==> src/logic/buffer_cfg_pkg.sv <==
// sizing for the capture buffer; CHANNELS and BANK_DEPTH must be powers of two, one bank per channel
package buffer_cfg_pkg;

  // input channels, also the number of memory banks
  localparam int CHANNELS     = 4;
  // bits per sample
  localparam int SAMPLE_WIDTH = 16;
  // samples held by one bank
  localparam int BANK_DEPTH   = 64;
  // register stages behind each bank read port
  localparam int READ_LATENCY = 2;

  // banking modes 0 .. log2(CHANNELS), mode m keeps 2^m channels
  localparam int MODE_COUNT   = $clog2(CHANNELS) + 1;
  localparam int MODE_WIDTH   = (MODE_COUNT > 1) ? $clog2(MODE_COUNT) : 1;

  // single active channel owns every bank
  localparam int TOTAL_DEPTH  = CHANNELS * BANK_DEPTH;
  // must reach TOTAL_DEPTH itself, hence the +1
  localparam int COUNT_WIDTH  = $clog2(TOTAL_DEPTH + 1);
  localparam int ADDR_WIDTH   = $clog2(BANK_DEPTH);

  // bank / channel select width
  localparam int CH_WIDTH     = (CHANNELS > 1) ? $clog2(CHANNELS) : 1;
  // upper index bits pick the bank segment
  localparam int SEG_WIDTH    = COUNT_WIDTH - ADDR_WIDTH;

endpackage

==> src/logic/buffer_types_pkg.sv <==
// shared data types for the capture buffer; all widths follow buffer_cfg_pkg
package buffer_types_pkg;
  import buffer_cfg_pkg::*;

  // one sample from one channel
  typedef logic [SAMPLE_WIDTH-1:0] sample_t;

  // one sample per channel, channel 0 sits in the low bits
  typedef sample_t [CHANNELS-1:0] sample_vec_t;

  // per-channel sample count, 0 .. TOTAL_DEPTH
  typedef logic [COUNT_WIDTH-1:0] count_t;

  // mode m means 2^m active channels
  typedef logic [MODE_WIDTH-1:0] bank_mode_t;

  // capture sequence
  //   IDLE    -> waiting for arm, mode can be loaded
  //   ARMED   -> waiting for hw start
  //   SAVING  -> writing one vector per cycle
  //   HOLD    -> data kept, waiting for readout
  //   READOUT -> stream running
  typedef enum logic [2:0] {
    IDLE,
    ARMED,
    SAVING,
    HOLD,
    READOUT
  } capture_state_t;

endpackage

==> src/logic/capture_ctrl.sv <==
// capture FSM on ps_clk; sw reset wins over start/stop in the same cycle, mode loads only in IDLE
module capture_ctrl
  import buffer_cfg_pkg::*, buffer_types_pkg::*;
(
  input  logic           ps_clk,
  input  logic           rst_n_i,
  input  bank_mode_t     bank_mode_i,
  input  logic           bank_mode_load_i,
  input  logic           arm_i,
  input  logic           hw_start_i,
  input  logic           hw_stop_i,
  input  logic           sw_reset_i,
  input  logic           readout_start_i,
  input  logic           readout_sw_reset_i,
  input  logic           rd_done_i,
  output capture_state_t state_o,
  output bank_mode_t     bank_mode_o,
  output logic           wr_en_o,
  output count_t         wr_index_o,
  output logic           armed_o,
  output logic           full_o,
  output count_t         depth_o,
  output logic           depth_valid_o,
  output logic           rd_go_o,
  output logic           rd_abort_o
);

  capture_state_t state_q;
  bank_mode_t     mode_q;
  count_t         count_q;
  count_t         capacity;
  logic           full_q;
  logic           depth_valid_q;
  logic           hit_full;

  // fewer channels share the banks, so each gets more depth
  assign capacity = count_t'(TOTAL_DEPTH >> mode_q);

  // stop cycle and reset cycle are not saved
  assign wr_en_o  = (state_q == SAVING) && !hw_stop_i && !sw_reset_i;
  // this write fills the last slot
  assign hit_full = wr_en_o && (count_q == capacity - count_t'(1));

  // readout pulses, capture reset also cancels a running stream
  assign rd_go_o    = (state_q == HOLD) && readout_start_i && !sw_reset_i;
  assign rd_abort_o = (state_q == READOUT) && (readout_sw_reset_i || sw_reset_i);

  always_ff @(posedge ps_clk) begin
    if (!rst_n_i) begin
      state_q       <= IDLE;
      mode_q        <= '0;
      count_q       <= '0;
      full_q        <= 1'b0;
      depth_valid_q <= 1'b0;
    end else begin
      // depth report is a single pulse
      depth_valid_q <= 1'b0;
      if (sw_reset_i) begin
        state_q <= IDLE;
        count_q <= '0;
        full_q  <= 1'b0;
      end else begin
        case (state_q)
          IDLE: begin
            // out-of-range modes clamp to the deepest sharing
            if (bank_mode_load_i) begin
              mode_q <= (bank_mode_i < MODE_COUNT) ? bank_mode_i : bank_mode_t'(MODE_COUNT - 1);
            end
            if (arm_i) begin
              state_q <= ARMED;
              full_q  <= 1'b0;
            end
          end
          ARMED: begin
            if (hw_start_i) begin
              state_q <= SAVING;
              count_q <= '0;
            end
          end
          SAVING: begin
            if (wr_en_o) begin
              count_q <= count_q + count_t'(1);
            end
            // hit_full is never set together with a stop
            if (hw_stop_i || hit_full) begin
              state_q       <= HOLD;
              depth_valid_q <= 1'b1;
              full_q        <= hit_full;
            end
          end
          HOLD: begin
            if (rd_go_o) begin
              state_q <= READOUT;
            end
          end
          READOUT: begin
            // abort keeps the data for another pass
            if (rd_abort_o) begin
              state_q <= HOLD;
            end else if (rd_done_i) begin
              state_q <= IDLE;
            end
          end
          default: state_q <= IDLE;
        endcase
      end
    end
  end

  assign state_o       = state_q;
  assign bank_mode_o   = mode_q;
  assign wr_index_o    = count_q;
  assign armed_o       = (state_q == ARMED);
  assign full_o        = full_q;
  // count stays put from HOLD until the next start
  assign depth_o       = count_q;
  assign depth_valid_o = depth_valid_q;

endmodule

==> src/logic/bank_writer.sv <==
// combinational bank write mapping; index a of channel c goes to bank c + (a / BANK_DEPTH) * 2^m
module bank_writer
  import buffer_cfg_pkg::*, buffer_types_pkg::*;
(
  input  bank_mode_t                           bank_mode_i,
  input  logic                                 wr_en_i,
  input  count_t                               wr_index_i,
  input  sample_vec_t                          samples_i,
  output logic        [CHANNELS-1:0]           bank_we_o,
  output logic        [CHANNELS-1:0][ADDR_WIDTH-1:0] bank_addr_o,
  output sample_vec_t                          bank_data_o
);

  logic [CH_WIDTH-1:0]  lane_mask;
  logic [SEG_WIDTH-1:0] wr_seg;

  // low bank bits select the owning channel
  assign lane_mask = CH_WIDTH'((1 << bank_mode_i) - 1);

  // which bank segment the current index falls into
  assign wr_seg = wr_index_i[COUNT_WIDTH-1:ADDR_WIDTH];

  for (genvar b = 0; b < CHANNELS; b++) begin : g_bank
    logic [CH_WIDTH-1:0]  owner;
    logic [SEG_WIDTH-1:0] bank_seg;

    // bank b = owner + seg * 2^m
    assign owner    = CH_WIDTH'(b) & lane_mask;
    assign bank_seg = SEG_WIDTH'(b >> bank_mode_i);

    // only one segment per channel is live at a time
    assign bank_we_o[b]   = wr_en_i && (wr_seg == bank_seg);
    // offset inside the bank
    assign bank_addr_o[b] = wr_index_i[ADDR_WIDTH-1:0];
    // unused channels in low modes are simply not routed
    assign bank_data_o[b] = samples_i[owner];
  end

endmodule

==> src/logic/sample_bank.sv <==
// one sample memory, no reset; read data appears READ_LATENCY enabled cycles after the address
module sample_bank
  import buffer_cfg_pkg::*, buffer_types_pkg::*;
(
  input  logic                  ps_clk,
  input  logic                  we_i,
  input  logic [ADDR_WIDTH-1:0] waddr_i,
  input  sample_t               wdata_i,
  input  logic                  re_i,
  input  logic [ADDR_WIDTH-1:0] raddr_i,
  output sample_t               rdata_o
);

  sample_t mem [BANK_DEPTH];
  // read pipeline, stage 0 is the array read
  sample_t rd_pipe [READ_LATENCY];

  // write port
  always_ff @(posedge ps_clk) begin
    if (we_i) begin
      mem[waddr_i] <= wdata_i;
    end
  end

  // whole read path holds while re_i is low
  always_ff @(posedge ps_clk) begin
    if (re_i) begin
      rd_pipe[0] <= mem[raddr_i];
      for (int i = 1; i < READ_LATENCY; i++) begin
        rd_pipe[i] <= rd_pipe[i-1];
      end
    end
  end

  assign rdata_o = rd_pipe[READ_LATENCY-1];

endmodule

==> src/logic/readout_ctrl.sv <==
// readout stream; data and last stay steady under back-pressure, done pulses one cycle after last beat
module readout_ctrl
  import buffer_cfg_pkg::*, buffer_types_pkg::*;
(
  input  logic                  ps_clk,
  input  logic                  rst_n_i,
  input  bank_mode_t            bank_mode_i,
  input  count_t                depth_i,
  input  logic                  go_i,
  input  logic                  abort_i,
  output logic [ADDR_WIDTH-1:0] bank_raddr_o,
  output logic                  bank_re_o,
  input  sample_vec_t           bank_rdata_i,
  output sample_t               data_o,
  output logic                  valid_o,
  output logic                  last_o,
  input  logic                  ready_i,
  output logic                  done_o
);

  logic                active_q;
  logic [CH_WIDTH-1:0] ch_q;
  count_t              idx_q;
  logic                done_q;
  logic                vld_q  [READ_LATENCY];
  logic [CH_WIDTH-1:0] sel_q  [READ_LATENCY];
  logic                last_q [READ_LATENCY];
  logic [CH_WIDTH-1:0] last_ch;
  logic [CH_WIDTH-1:0] issue_bank;
  logic                issue_last;
  logic                end_of_ch;
  logic                advance;
  logic                issue;

  // highest active channel in this mode
  assign last_ch = CH_WIDTH'((1 << bank_mode_i) - 1);

  // the whole pipe stalls when the output beat is blocked
  assign advance = !(valid_o && !ready_i);
  assign issue   = active_q && advance;

  // same mapping as the write side
  assign issue_bank = ch_q + CH_WIDTH'(idx_q[COUNT_WIDTH-1:ADDR_WIDTH] << bank_mode_i);
  assign end_of_ch  = (idx_q == depth_i - count_t'(1));
  assign issue_last = end_of_ch && (ch_q == last_ch);

  // one address for all banks, the bank select picks the result
  assign bank_raddr_o = idx_q[ADDR_WIDTH-1:0];
  assign bank_re_o    = advance;

  // channel / index walk
  always_ff @(posedge ps_clk) begin
    if (!rst_n_i) begin
      active_q <= 1'b0;
      ch_q     <= '0;
      idx_q    <= '0;
      done_q   <= 1'b0;
    end else begin
      // an empty capture finishes at once
      done_q <= (valid_o && ready_i && last_o) || (go_i && (depth_i == '0));
      if (abort_i) begin
        active_q <= 1'b0;
      end else if (go_i) begin
        active_q <= (depth_i != '0);
        ch_q     <= '0;
        idx_q    <= '0;
      end else if (issue) begin
        if (end_of_ch) begin
          idx_q <= '0;
          ch_q  <= ch_q + 1'b1;
          if (ch_q == last_ch) begin
            active_q <= 1'b0;
          end
        end else begin
          idx_q <= idx_q + count_t'(1);
        end
      end
    end
  end

  // valid tags, matched to the bank read latency
  always_ff @(posedge ps_clk) begin
    if (!rst_n_i) begin
      for (int i = 0; i < READ_LATENCY; i++) begin
        vld_q[i] <= 1'b0;
      end
    end else if (abort_i) begin
      // flush, whatever is in flight is dropped
      for (int i = 0; i < READ_LATENCY; i++) begin
        vld_q[i] <= 1'b0;
      end
    end else if (advance) begin
      vld_q[0] <= issue;
      for (int i = 1; i < READ_LATENCY; i++) begin
        vld_q[i] <= vld_q[i-1];
      end
    end
  end

  // bank select and last tag ride alongside
  always_ff @(posedge ps_clk) begin
    if (advance) begin
      sel_q[0]  <= issue_bank;
      last_q[0] <= issue_last;
      for (int i = 1; i < READ_LATENCY; i++) begin
        sel_q[i]  <= sel_q[i-1];
        last_q[i] <= last_q[i-1];
      end
    end
  end

  assign valid_o = vld_q[READ_LATENCY-1];
  assign last_o  = valid_o && last_q[READ_LATENCY-1];
  assign data_o  = bank_rdata_i[sel_q[READ_LATENCY-1]];
  assign done_o  = done_q;

endmodule

==> src/logic/sample_buffer.sv <==
// capture buffer top, single ps_clk domain; readout is ordered channel 0 first, last on final beat
module sample_buffer
  import buffer_cfg_pkg::*, buffer_types_pkg::*;
(
  input  logic        ps_clk,
  input  logic        rst_n_i,
  input  sample_vec_t samples_i,
  input  bank_mode_t  bank_mode_i,
  input  logic        bank_mode_load_i,
  input  logic        capture_arm_i,
  input  logic        capture_hw_start_i,
  input  logic        capture_hw_stop_i,
  input  logic        capture_sw_reset_i,
  input  logic        readout_start_i,
  input  logic        readout_sw_reset_i,
  input  logic        readout_ready_i,
  output logic        capture_armed_o,
  output logic        capture_full_o,
  output count_t      write_depth_o,
  output logic        write_depth_valid_o,
  output sample_t     readout_data_o,
  output logic        readout_valid_o,
  output logic        readout_last_o
);

  bank_mode_t                          bank_mode;
  logic                                wr_en;
  count_t                              wr_index;
  count_t                              depth;
  logic                                rd_go;
  logic                                rd_abort;
  logic                                rd_done;
  logic [CHANNELS-1:0]                 bank_we;
  logic [CHANNELS-1:0][ADDR_WIDTH-1:0] bank_waddr;
  sample_vec_t                         bank_wdata;
  logic                                bank_re;
  logic [ADDR_WIDTH-1:0]               bank_raddr;
  sample_vec_t                         bank_rdata;

  capture_ctrl i_capture_ctrl (
    .ps_clk             (ps_clk),
    .rst_n_i            (rst_n_i),
    .bank_mode_i        (bank_mode_i),
    .bank_mode_load_i   (bank_mode_load_i),
    .arm_i              (capture_arm_i),
    .hw_start_i         (capture_hw_start_i),
    .hw_stop_i          (capture_hw_stop_i),
    .sw_reset_i         (capture_sw_reset_i),
    .readout_start_i    (readout_start_i),
    .readout_sw_reset_i (readout_sw_reset_i),
    .rd_done_i          (rd_done),
    .state_o            (),
    .bank_mode_o        (bank_mode),
    .wr_en_o            (wr_en),
    .wr_index_o         (wr_index),
    .armed_o            (capture_armed_o),
    .full_o             (capture_full_o),
    .depth_o            (depth),
    .depth_valid_o      (write_depth_valid_o),
    .rd_go_o            (rd_go),
    .rd_abort_o         (rd_abort)
  );

  // depth report doubles as the readout length
  assign write_depth_o = depth;

  bank_writer i_bank_writer (
    .bank_mode_i (bank_mode),
    .wr_en_i     (wr_en),
    .wr_index_i  (wr_index),
    .samples_i   (samples_i),
    .bank_we_o   (bank_we),
    .bank_addr_o (bank_waddr),
    .bank_data_o (bank_wdata)
  );

  // one bank per channel, shared read address and enable
  for (genvar b = 0; b < CHANNELS; b++) begin : g_bank
    sample_bank i_sample_bank (
      .ps_clk  (ps_clk),
      .we_i    (bank_we[b]),
      .waddr_i (bank_waddr[b]),
      .wdata_i (bank_wdata[b]),
      .re_i    (bank_re),
      .raddr_i (bank_raddr),
      .rdata_o (bank_rdata[b])
    );
  end

  readout_ctrl i_readout_ctrl (
    .ps_clk       (ps_clk),
    .rst_n_i      (rst_n_i),
    .bank_mode_i  (bank_mode),
    .depth_i      (depth),
    .go_i         (rd_go),
    .abort_i      (rd_abort),
    .bank_raddr_o (bank_raddr),
    .bank_re_o    (bank_re),
    .bank_rdata_i (bank_rdata),
    .data_o       (readout_data_o),
    .valid_o      (readout_valid_o),
    .last_o       (readout_last_o),
    .ready_i      (readout_ready_i),
    .done_o       (rd_done)
  );

endmodule

==> config.mk <==
export PLATFORM = sky130hd
export DESIGN_NAME = sample_buffer
export DESIGN_NICKNAME = d
export VERILOG_FILES = /design/src/logic/buffer_cfg_pkg.sv /design/src/logic/buffer_types_pkg.sv /design/src/logic/capture_ctrl.sv /design/src/logic/bank_writer.sv /design/src/logic/sample_bank.sv /design/src/logic/readout_ctrl.sv /design/src/logic/sample_buffer.sv
export SDC_FILE = /design/constraint.sdc
export NUM_CORES = 2
export LEC_CHECK = 0
export BUFFER_PORTS_ARGS = -buffer_cell sky130_fd_sc_hd__buf_2
export CORE_ASPECT_RATIO = 1.1
export CORE_MARGIN = 1.5
export CORE_UTILIZATION = 57
export DETAILED_ROUTE_END_ITERATION = 10
export PLACE_DENSITY = 0.8
export REMOVE_ABC_BUFFERS = 1
export SETUP_SLACK_MARGIN = 0.02
export SYNTH_ARGS = -nofsm -noshare
export SYNTH_HDL_FRONTEND = slang
export SYNTH_MEMORY_MAX_BITS = 65536
export SYNTH_SLANG_ARGS = --single-unit
==> constraint.sdc <==
create_clock -name ps_clk -period 4.9 [get_ports ps_clk]
set_input_delay 0.49 -clock ps_clk [delete_from_list [all_inputs] [get_ports ps_clk]]
set_output_delay 0.49 -clock ps_clk [all_outputs]
set_load 0.01 [all_outputs]
=== Word-level counts from Yosys, hierarchy flattened ===
Memories as Yosys holds them, arrays and structs flattened. A register that Yosys moved wholly into a read port is not among the register bits.
Cells that the tools add are included.

* Logic and storage cells: 167
* Output and inout port bits: 30
* Bits in writable memories: 4232
* Memories: 11
* Bits in registers: 29
* Bits of input ports: 76

{| class="wikitable"
|+ Memory list
! name !! depth !! width !! read ports !! clocked after Yosys merged registers in !! write ports !! RTL line !! RTL
|-
| g_bank[0].i_sample_bank.mem || 64 || 16 || 1 || 1 || 1 || sample_bank.sv:14 || <nowiki>sample_t mem [BANK_DEPTH];</nowiki>
|-
| g_bank[1].i_sample_bank.mem || 64 || 16 || 1 || 1 || 1 || sample_bank.sv:14 ||
|-
| g_bank[2].i_sample_bank.mem || 64 || 16 || 1 || 1 || 1 || sample_bank.sv:14 ||
|-
| g_bank[3].i_sample_bank.mem || 64 || 16 || 1 || 1 || 1 || sample_bank.sv:14 ||
|-
| g_bank[0].i_sample_bank.rd_pipe || 2 || 16 || 2 || 0 || 2 || sample_bank.sv:16 || <nowiki>sample_t rd_pipe [READ_LATENCY];</nowiki>
|-
| g_bank[1].i_sample_bank.rd_pipe || 2 || 16 || 2 || 0 || 2 || sample_bank.sv:16 ||
|-
| +5 memories || n/a || n/a || n/a || n/a || n/a || n/a ||
|}

* Add/sub/neg operators: 7
* Shifts and indexed selects: 7
* Equal/unequal tests: 17
* Magnitude comparators: 5
* Multiplexer cells: 61
* Bitwise operators: 8
* Reductions and logical operators: 42

{| class="wikitable"
|+ Operator list
! cell !! count
|-
| 2-to-1 mux 16 bit || 6
|-
| binary-select mux 16 bit (select 2 bit) || 2
|-
| 2-to-1 mux 6 bit || 8
|-
| 2-to-1 mux 9 bit || 5
|-
| 2-to-1 mux 1 bit || 27
|-
| adder 9 x 1 -> 9 bit (second input constant) || 2
|-
| equality test 9 bit || 2
|-
| 2-to-1 mux 3 bit || 6
|-
| case mux 9 bit (2 select lines) || 1
|-
| subtractor 9 x 1 -> 9 bit (second input constant) || 2
|-
| logical AND 1 bit || 17
|-
| case mux 3 bit (5 select lines) || 1
|-
| AND reduction 3 bit || 5
|-
| equality test 3 bit || 4
|-
| nonzero test 2 bit || 5
|-
| zero test 9 bit || 1
|-
| < comparator 2 x 3 -> 1 bit (second input constant) || 3
|-
| nonzero test 9 bit || 1
|-
| right shift 9 x 2 -> 9 bit (first input constant) || 1
|-
| 2-to-1 mux 2 bit || 4
|-
| equality test 3 x 2 -> 1 bit (second input constant) || 2
|-
| != test 2 bit (second input constant) || 3
|-
| right shift 1 x 2 -> 3 bit (first input constant) || 2
|-
| right shift 2 x 2 -> 3 bit (first input constant) || 2
|-
| 22 further kinds || 35
|}

=== Longest topological paths before layout ===
* Depth in word-level cells: 8
* Gate-level depth with buffers: 10
* Gate-level depth less buffers: 9

=== Modules after synthesis ===
From an unflattened synthesis, not the netlist that was laid out.

* Cell total of the unflattened synthesis: 7568
* Area, all modules: 165179.7 µm²

{| class="wikitable"
|+ By module, submodules not included
! module !! seq. area each (µm²) !! area each (µm²) !! cells an instance !! instances
|-
| sample_bank || 31710.4 || 40319.9 || 1783 || 4
|-
| readout_ctrl || 500.5 || 1745.4 || 167 || 1
|-
| bank_writer || 0.0 || 1131.1 || 143 || 1
|-
| capture_ctrl || 320.3 || 1023.5 || 126 || 1
|}

=== Worst setup path before layout ===
OpenSTA, ideal clock, no wires.

* Kind: input port to flip-flop
* From: in readout_ready_i
* To: reg i_readout_ctrl.ch_q[1]
* Data required time: 4.825 ns
* Setup time: 0.075 ns
* Arrival: 5.186 ns
* Path buffers: 1
* Path slack: -0.361 ns
* Cell stages on the path: 6
* Cells stage by stage: nand2b_1 > nand2_1 > a32o_1 > clkbuf_1 > or4_1 > a31oi_1

* Word-level cells in the longest chain between the ends: 6

{| class="wikitable"
|+ Ends and longest elaborated chain
! element !! RTL line !! RTL
|-
| from (decl) || sample_buffer.sv:16 || <nowiki>input logic readout_ready_i,</nowiki>
|-
| zero test 1 bit || readout_ctrl.sv:39 || <nowiki>assign advance = !(valid_o && !ready_i);</nowiki>
|-
| logical AND 1 bit || readout_ctrl.sv:39 ||
|-
| zero test 1 bit || readout_ctrl.sv:39 ||
|-
| logical AND 1 bit || readout_ctrl.sv:40 || <nowiki>assign issue = active_q && advance;</nowiki>
|-
| nonzero test 2 bit (no line) || n/a ||
|-
| AND reduction 3 bit (no line) || n/a ||
|-
| to (signal assigned) || readout_ctrl.sv:70 || <nowiki>ch_q <= ch_q + 1'b1;</nowiki>
|-
| to (decl) || readout_ctrl.sv:22 || <nowiki>logic [CH_WIDTH-1:0] ch_q;</nowiki>
|}

No other way between the ends.
A chain may end at the register's enable or synchronous reset.

=== Worst setup path in the final report ===
* From: reg i_capture_ctrl.count_q[0] (netlist: i_capture_ctrl.depth_o[0])
* To: mem g_bank[0].i_sample_bank.mem[35][2] (netlist name), enable pin

{| class="wikitable"
|+ RTL lines
! element !! RTL line !! RTL
|-
| from (decl) || capture_ctrl.sv:30 || <nowiki>count_t count_q;</nowiki>
|-
| from (signal assigned) || capture_ctrl.sv:82 || <nowiki>count_q <= count_q + count_t'(1);</nowiki>
|-
| to (decl) || sample_bank.sv:14 ||
|}

Straight into the memory's write port.

==> impl_metrics.json <==
{
  "final.setup.tns_ps": 0,
  "synth_top_area_share_pct": 78.0,
  "dp_slack_ps": 1050,
  "hold_buffers": 9,
  "wl_per_cell_um": 42.1,
  "skew_ps": 68.7,
  "run_status": "finished with violations",
  "cts_sinks": 4267,
  "hold_viol": 0,
  "setup_viol": 0,
  "final_cells": 11500,
  "netlist_area_um2": 163000,
  "violations": "design-rule violations",
  "switching_share_pct": 20.4,
  "end_kind": "flop",
  "cts_max_path_buffers": 4,
  "cts_root_buf": "clkbuf_16",
  "ir_worst_vdd_uv": 311,
  "initial_core_util_pct": 57.4,
  "io_buffers": 105,
  "post-cts-setup-buffer-count": 0,
  "power_frac_comb_pct": 1.7,
  "hp-class": "input pin to flop",
  "antenna_found_initial": 56,
  "die_w_um": 513,
  "vias_per_cell": 7.28,
  "max-cap-violations": 0,
  "fp.dieArea_um2": 289000,
  "slew_viol_final": 0,
  "core_area_um2": 284000,
  "cp.required_ps": 5460,
  "path_max_fanout": 16,
  "p_sw_mw": 15.0,
  "synth-edff-count": 4232,
  "cts_tree": "yes",
  "final_layout_size_suffix_gt1_share_pct": 34.0,
  "synthTopCellsByArea": "edfxtp_1 (78%), mux4_2 (17%), nor2_1 (0.66%), clkbuf_1 (0.58%), mux2i_1 (0.52%)",
  "tightest_slew_ps": 1420,
  "intPower_mw": 58.5,
  "ff2ff_setup_slack_ps": 640,
  "cts.repair.resized": 0,
  "path_class": "flop to flop",
  "synth.ff_latch_count": 4267,
  "finalNetCount": 7454,
  "drt_iter0_drc": 15500,
  "grt_pass1_vias": 83400,
  "synth_ff_type": "edfxtp_1",
  "yosysSeqAreaShare_pct": 78.4,
  "io_pins": 106,
  "dp_hpwl_um": 265000,
  "worst_slack_ps": 639,
  "power.share.clock_pct": 43.3,
  "antenna_left": 0,
  "syn2layout_area_growth_pct": 12.8,
  "vias": 83400,
  "p_per_area_nw_per_um2": 400,
  "final_cell_mix": "edfxtp_1 (4232), mux4_2 (1232), clkbuf_16 (402)",
  "grt_max_degree": 131,
  "rsz0062_at_grt": "false",
  "yosysTopAreaCell": "edfxtp_1",
  "seqPwrFrac_pct": 55.0,
  "dp.cells": 10700,
  "avgSynthCellArea_um2": 23.7,
  "cp.arrival_ps": 4820,
  "ys_warn_count": 0,
  "cts_made_buffers": 393,
  "routed_wl_um": 482000,
  "start_kind": "flop",
  "max-slew-margin-rel_pct": 5.13,
  "place_congestion": 1.01,
  "p_leak_nw": 55.0,
  "final_common_cell": "edfxtp_1",
  "synth_async_sr_flop_share_pct": 0,
  "post-route-min-period_ps": 4260,
  "synth_cell_types": 53,
  "grt_pass1_wl_um": 667000,
  "grt_usage_pct": 33.6,
  "num_rows": 205,
  "min_period_over_period_pct": 87.0,
  "htreeDepth": 5,
  "dr.pass1.iters": 11,
  "drc": 4,
  "fp.dieH_um": 564,
  "grt_overflow": 0,
  "fmax_mhz": 235,
  "path_clk_slew_ps": 70,
  "netlist_instances": 6872,
  "clk_latency_ps": 990
}
## area by class of cell
type	instances	area, um2
well taps	3726	4660
diodes	35	87.6
clock buffers	455	10300
inverters	7	26.3
multi-input cells	2208	34200
clock inverters	258	2790
fillers	16200	100000
flip-flops and latches	4267	128000
repair buffers	497	3960
## power groups by stage
stage	Combinational, mW	Clock (mW)	Sequential [mW]
CTS	1.18	31.7	40.4
floorplan	0.477	0	41.2
finish	1.23	31.8	40.4
global placement	1.05	0	41.2
global route	1.26	33.0	40.4
detailed placement	1.15	0	41.2
## critical path, cell delays in order, from the launching register on
cell	delay [ps]
dfxtp_1	560
inv_1	190
nor3_1	650
buf_4	300
nand2_1	810
nor2_2	1310
## through the flow
step	total power [mW]	hold WS, ps	instance area [um2]	utilization, %
2_1_floorplan	41.7	400	161000	-
3_3_place_gp	42.3	406	171000	60.1
3_5_place_dp	42.4	407	171000	60.1
4_1_cts	73.3	10.3	184000	64.7
5_1_grt	74.6	8.96	184000	64.7
6_report	73.5	7.51	184000	64.7
## registers in the layout, summed over array words and instances (netlist names), 3 cells and up, named ones only
name,flops
g_bank.i_sample_bank.rd_pipe,128
i_capture_ctrl.state_o,3
i_readout_ctrl.sel_q,4
i_readout_ctrl.idx_q,9
g_bank.i_sample_bank.mem,4096
i_capture_ctrl.depth_o,9
## logic make-up (layout without fill, tap and decap cells)
family | after synthesis | count (layout) | synth area share (%)
multiplexers | 1364 | 1364 | 17.9
other | 0 | 35 | 0
adder cells (fa/ha/maj) | 4 | 4 | 0.0307
AO/OA/AOI/OAI | 347 | 347 | 1.30
AND/OR/NAND/NOR | 468 | 468 | 1.23
buffers and inverters | 397 | 1217 | 0.967
flip-flops | 4267 | 4267 | 78.4
XOR/XNOR | 25 | 25 | 0.134
## synthesized netlist by cell type, types with 8 or more instances
library cell,count
a21oi_1,130
and3_1,8
buf_1,75
buf_2,61
clkbuf_1,252
dfxtp_1,35
edfxtp_1,4232
mux2_2,48
mux2i_1,84
mux4_2,1232
nand2_1,87
nand2b_1,8
nand3_1,9
nand4_1,9
nor2_1,286
nor3_1,19
o21ai_0,69
o221ai_1,64
o22ai_1,64
xnor2_1,11
xor2_1,14
## final timing paths
kind / start / cells after the start / end
setup reg to reg: i_capture_ctrl.depth_o[0] / 5 / g_bank[0].i_sample_bank.mem[35][2]
setup / recovery: i_capture_ctrl.depth_o[0] / 5 / g_bank[0].i_sample_bank.mem[35][2]
hold / removal: capture_arm_i / 4 / i_capture_ctrl.full_o
hold reg to reg: i_readout_ctrl.sel_q[0][0] / 0 / i_readout_ctrl.sel_q[0][2]
## layer usage
| layer | part of all wire, % | track usage, % | wire length, um |
|---|---|---|---|
| met1 | 30 | 39.6 | 143000 |
| met2 | 47 | 53.0 | 229000 |
| met3 | 14 | 10.0 | 65900 |
| met4 | 9.3 | 24.6 | 44700 |
| met5 | 0.072 | 0.359 | 345 |
Note: power is estimated with default switching activity, not from simulation.
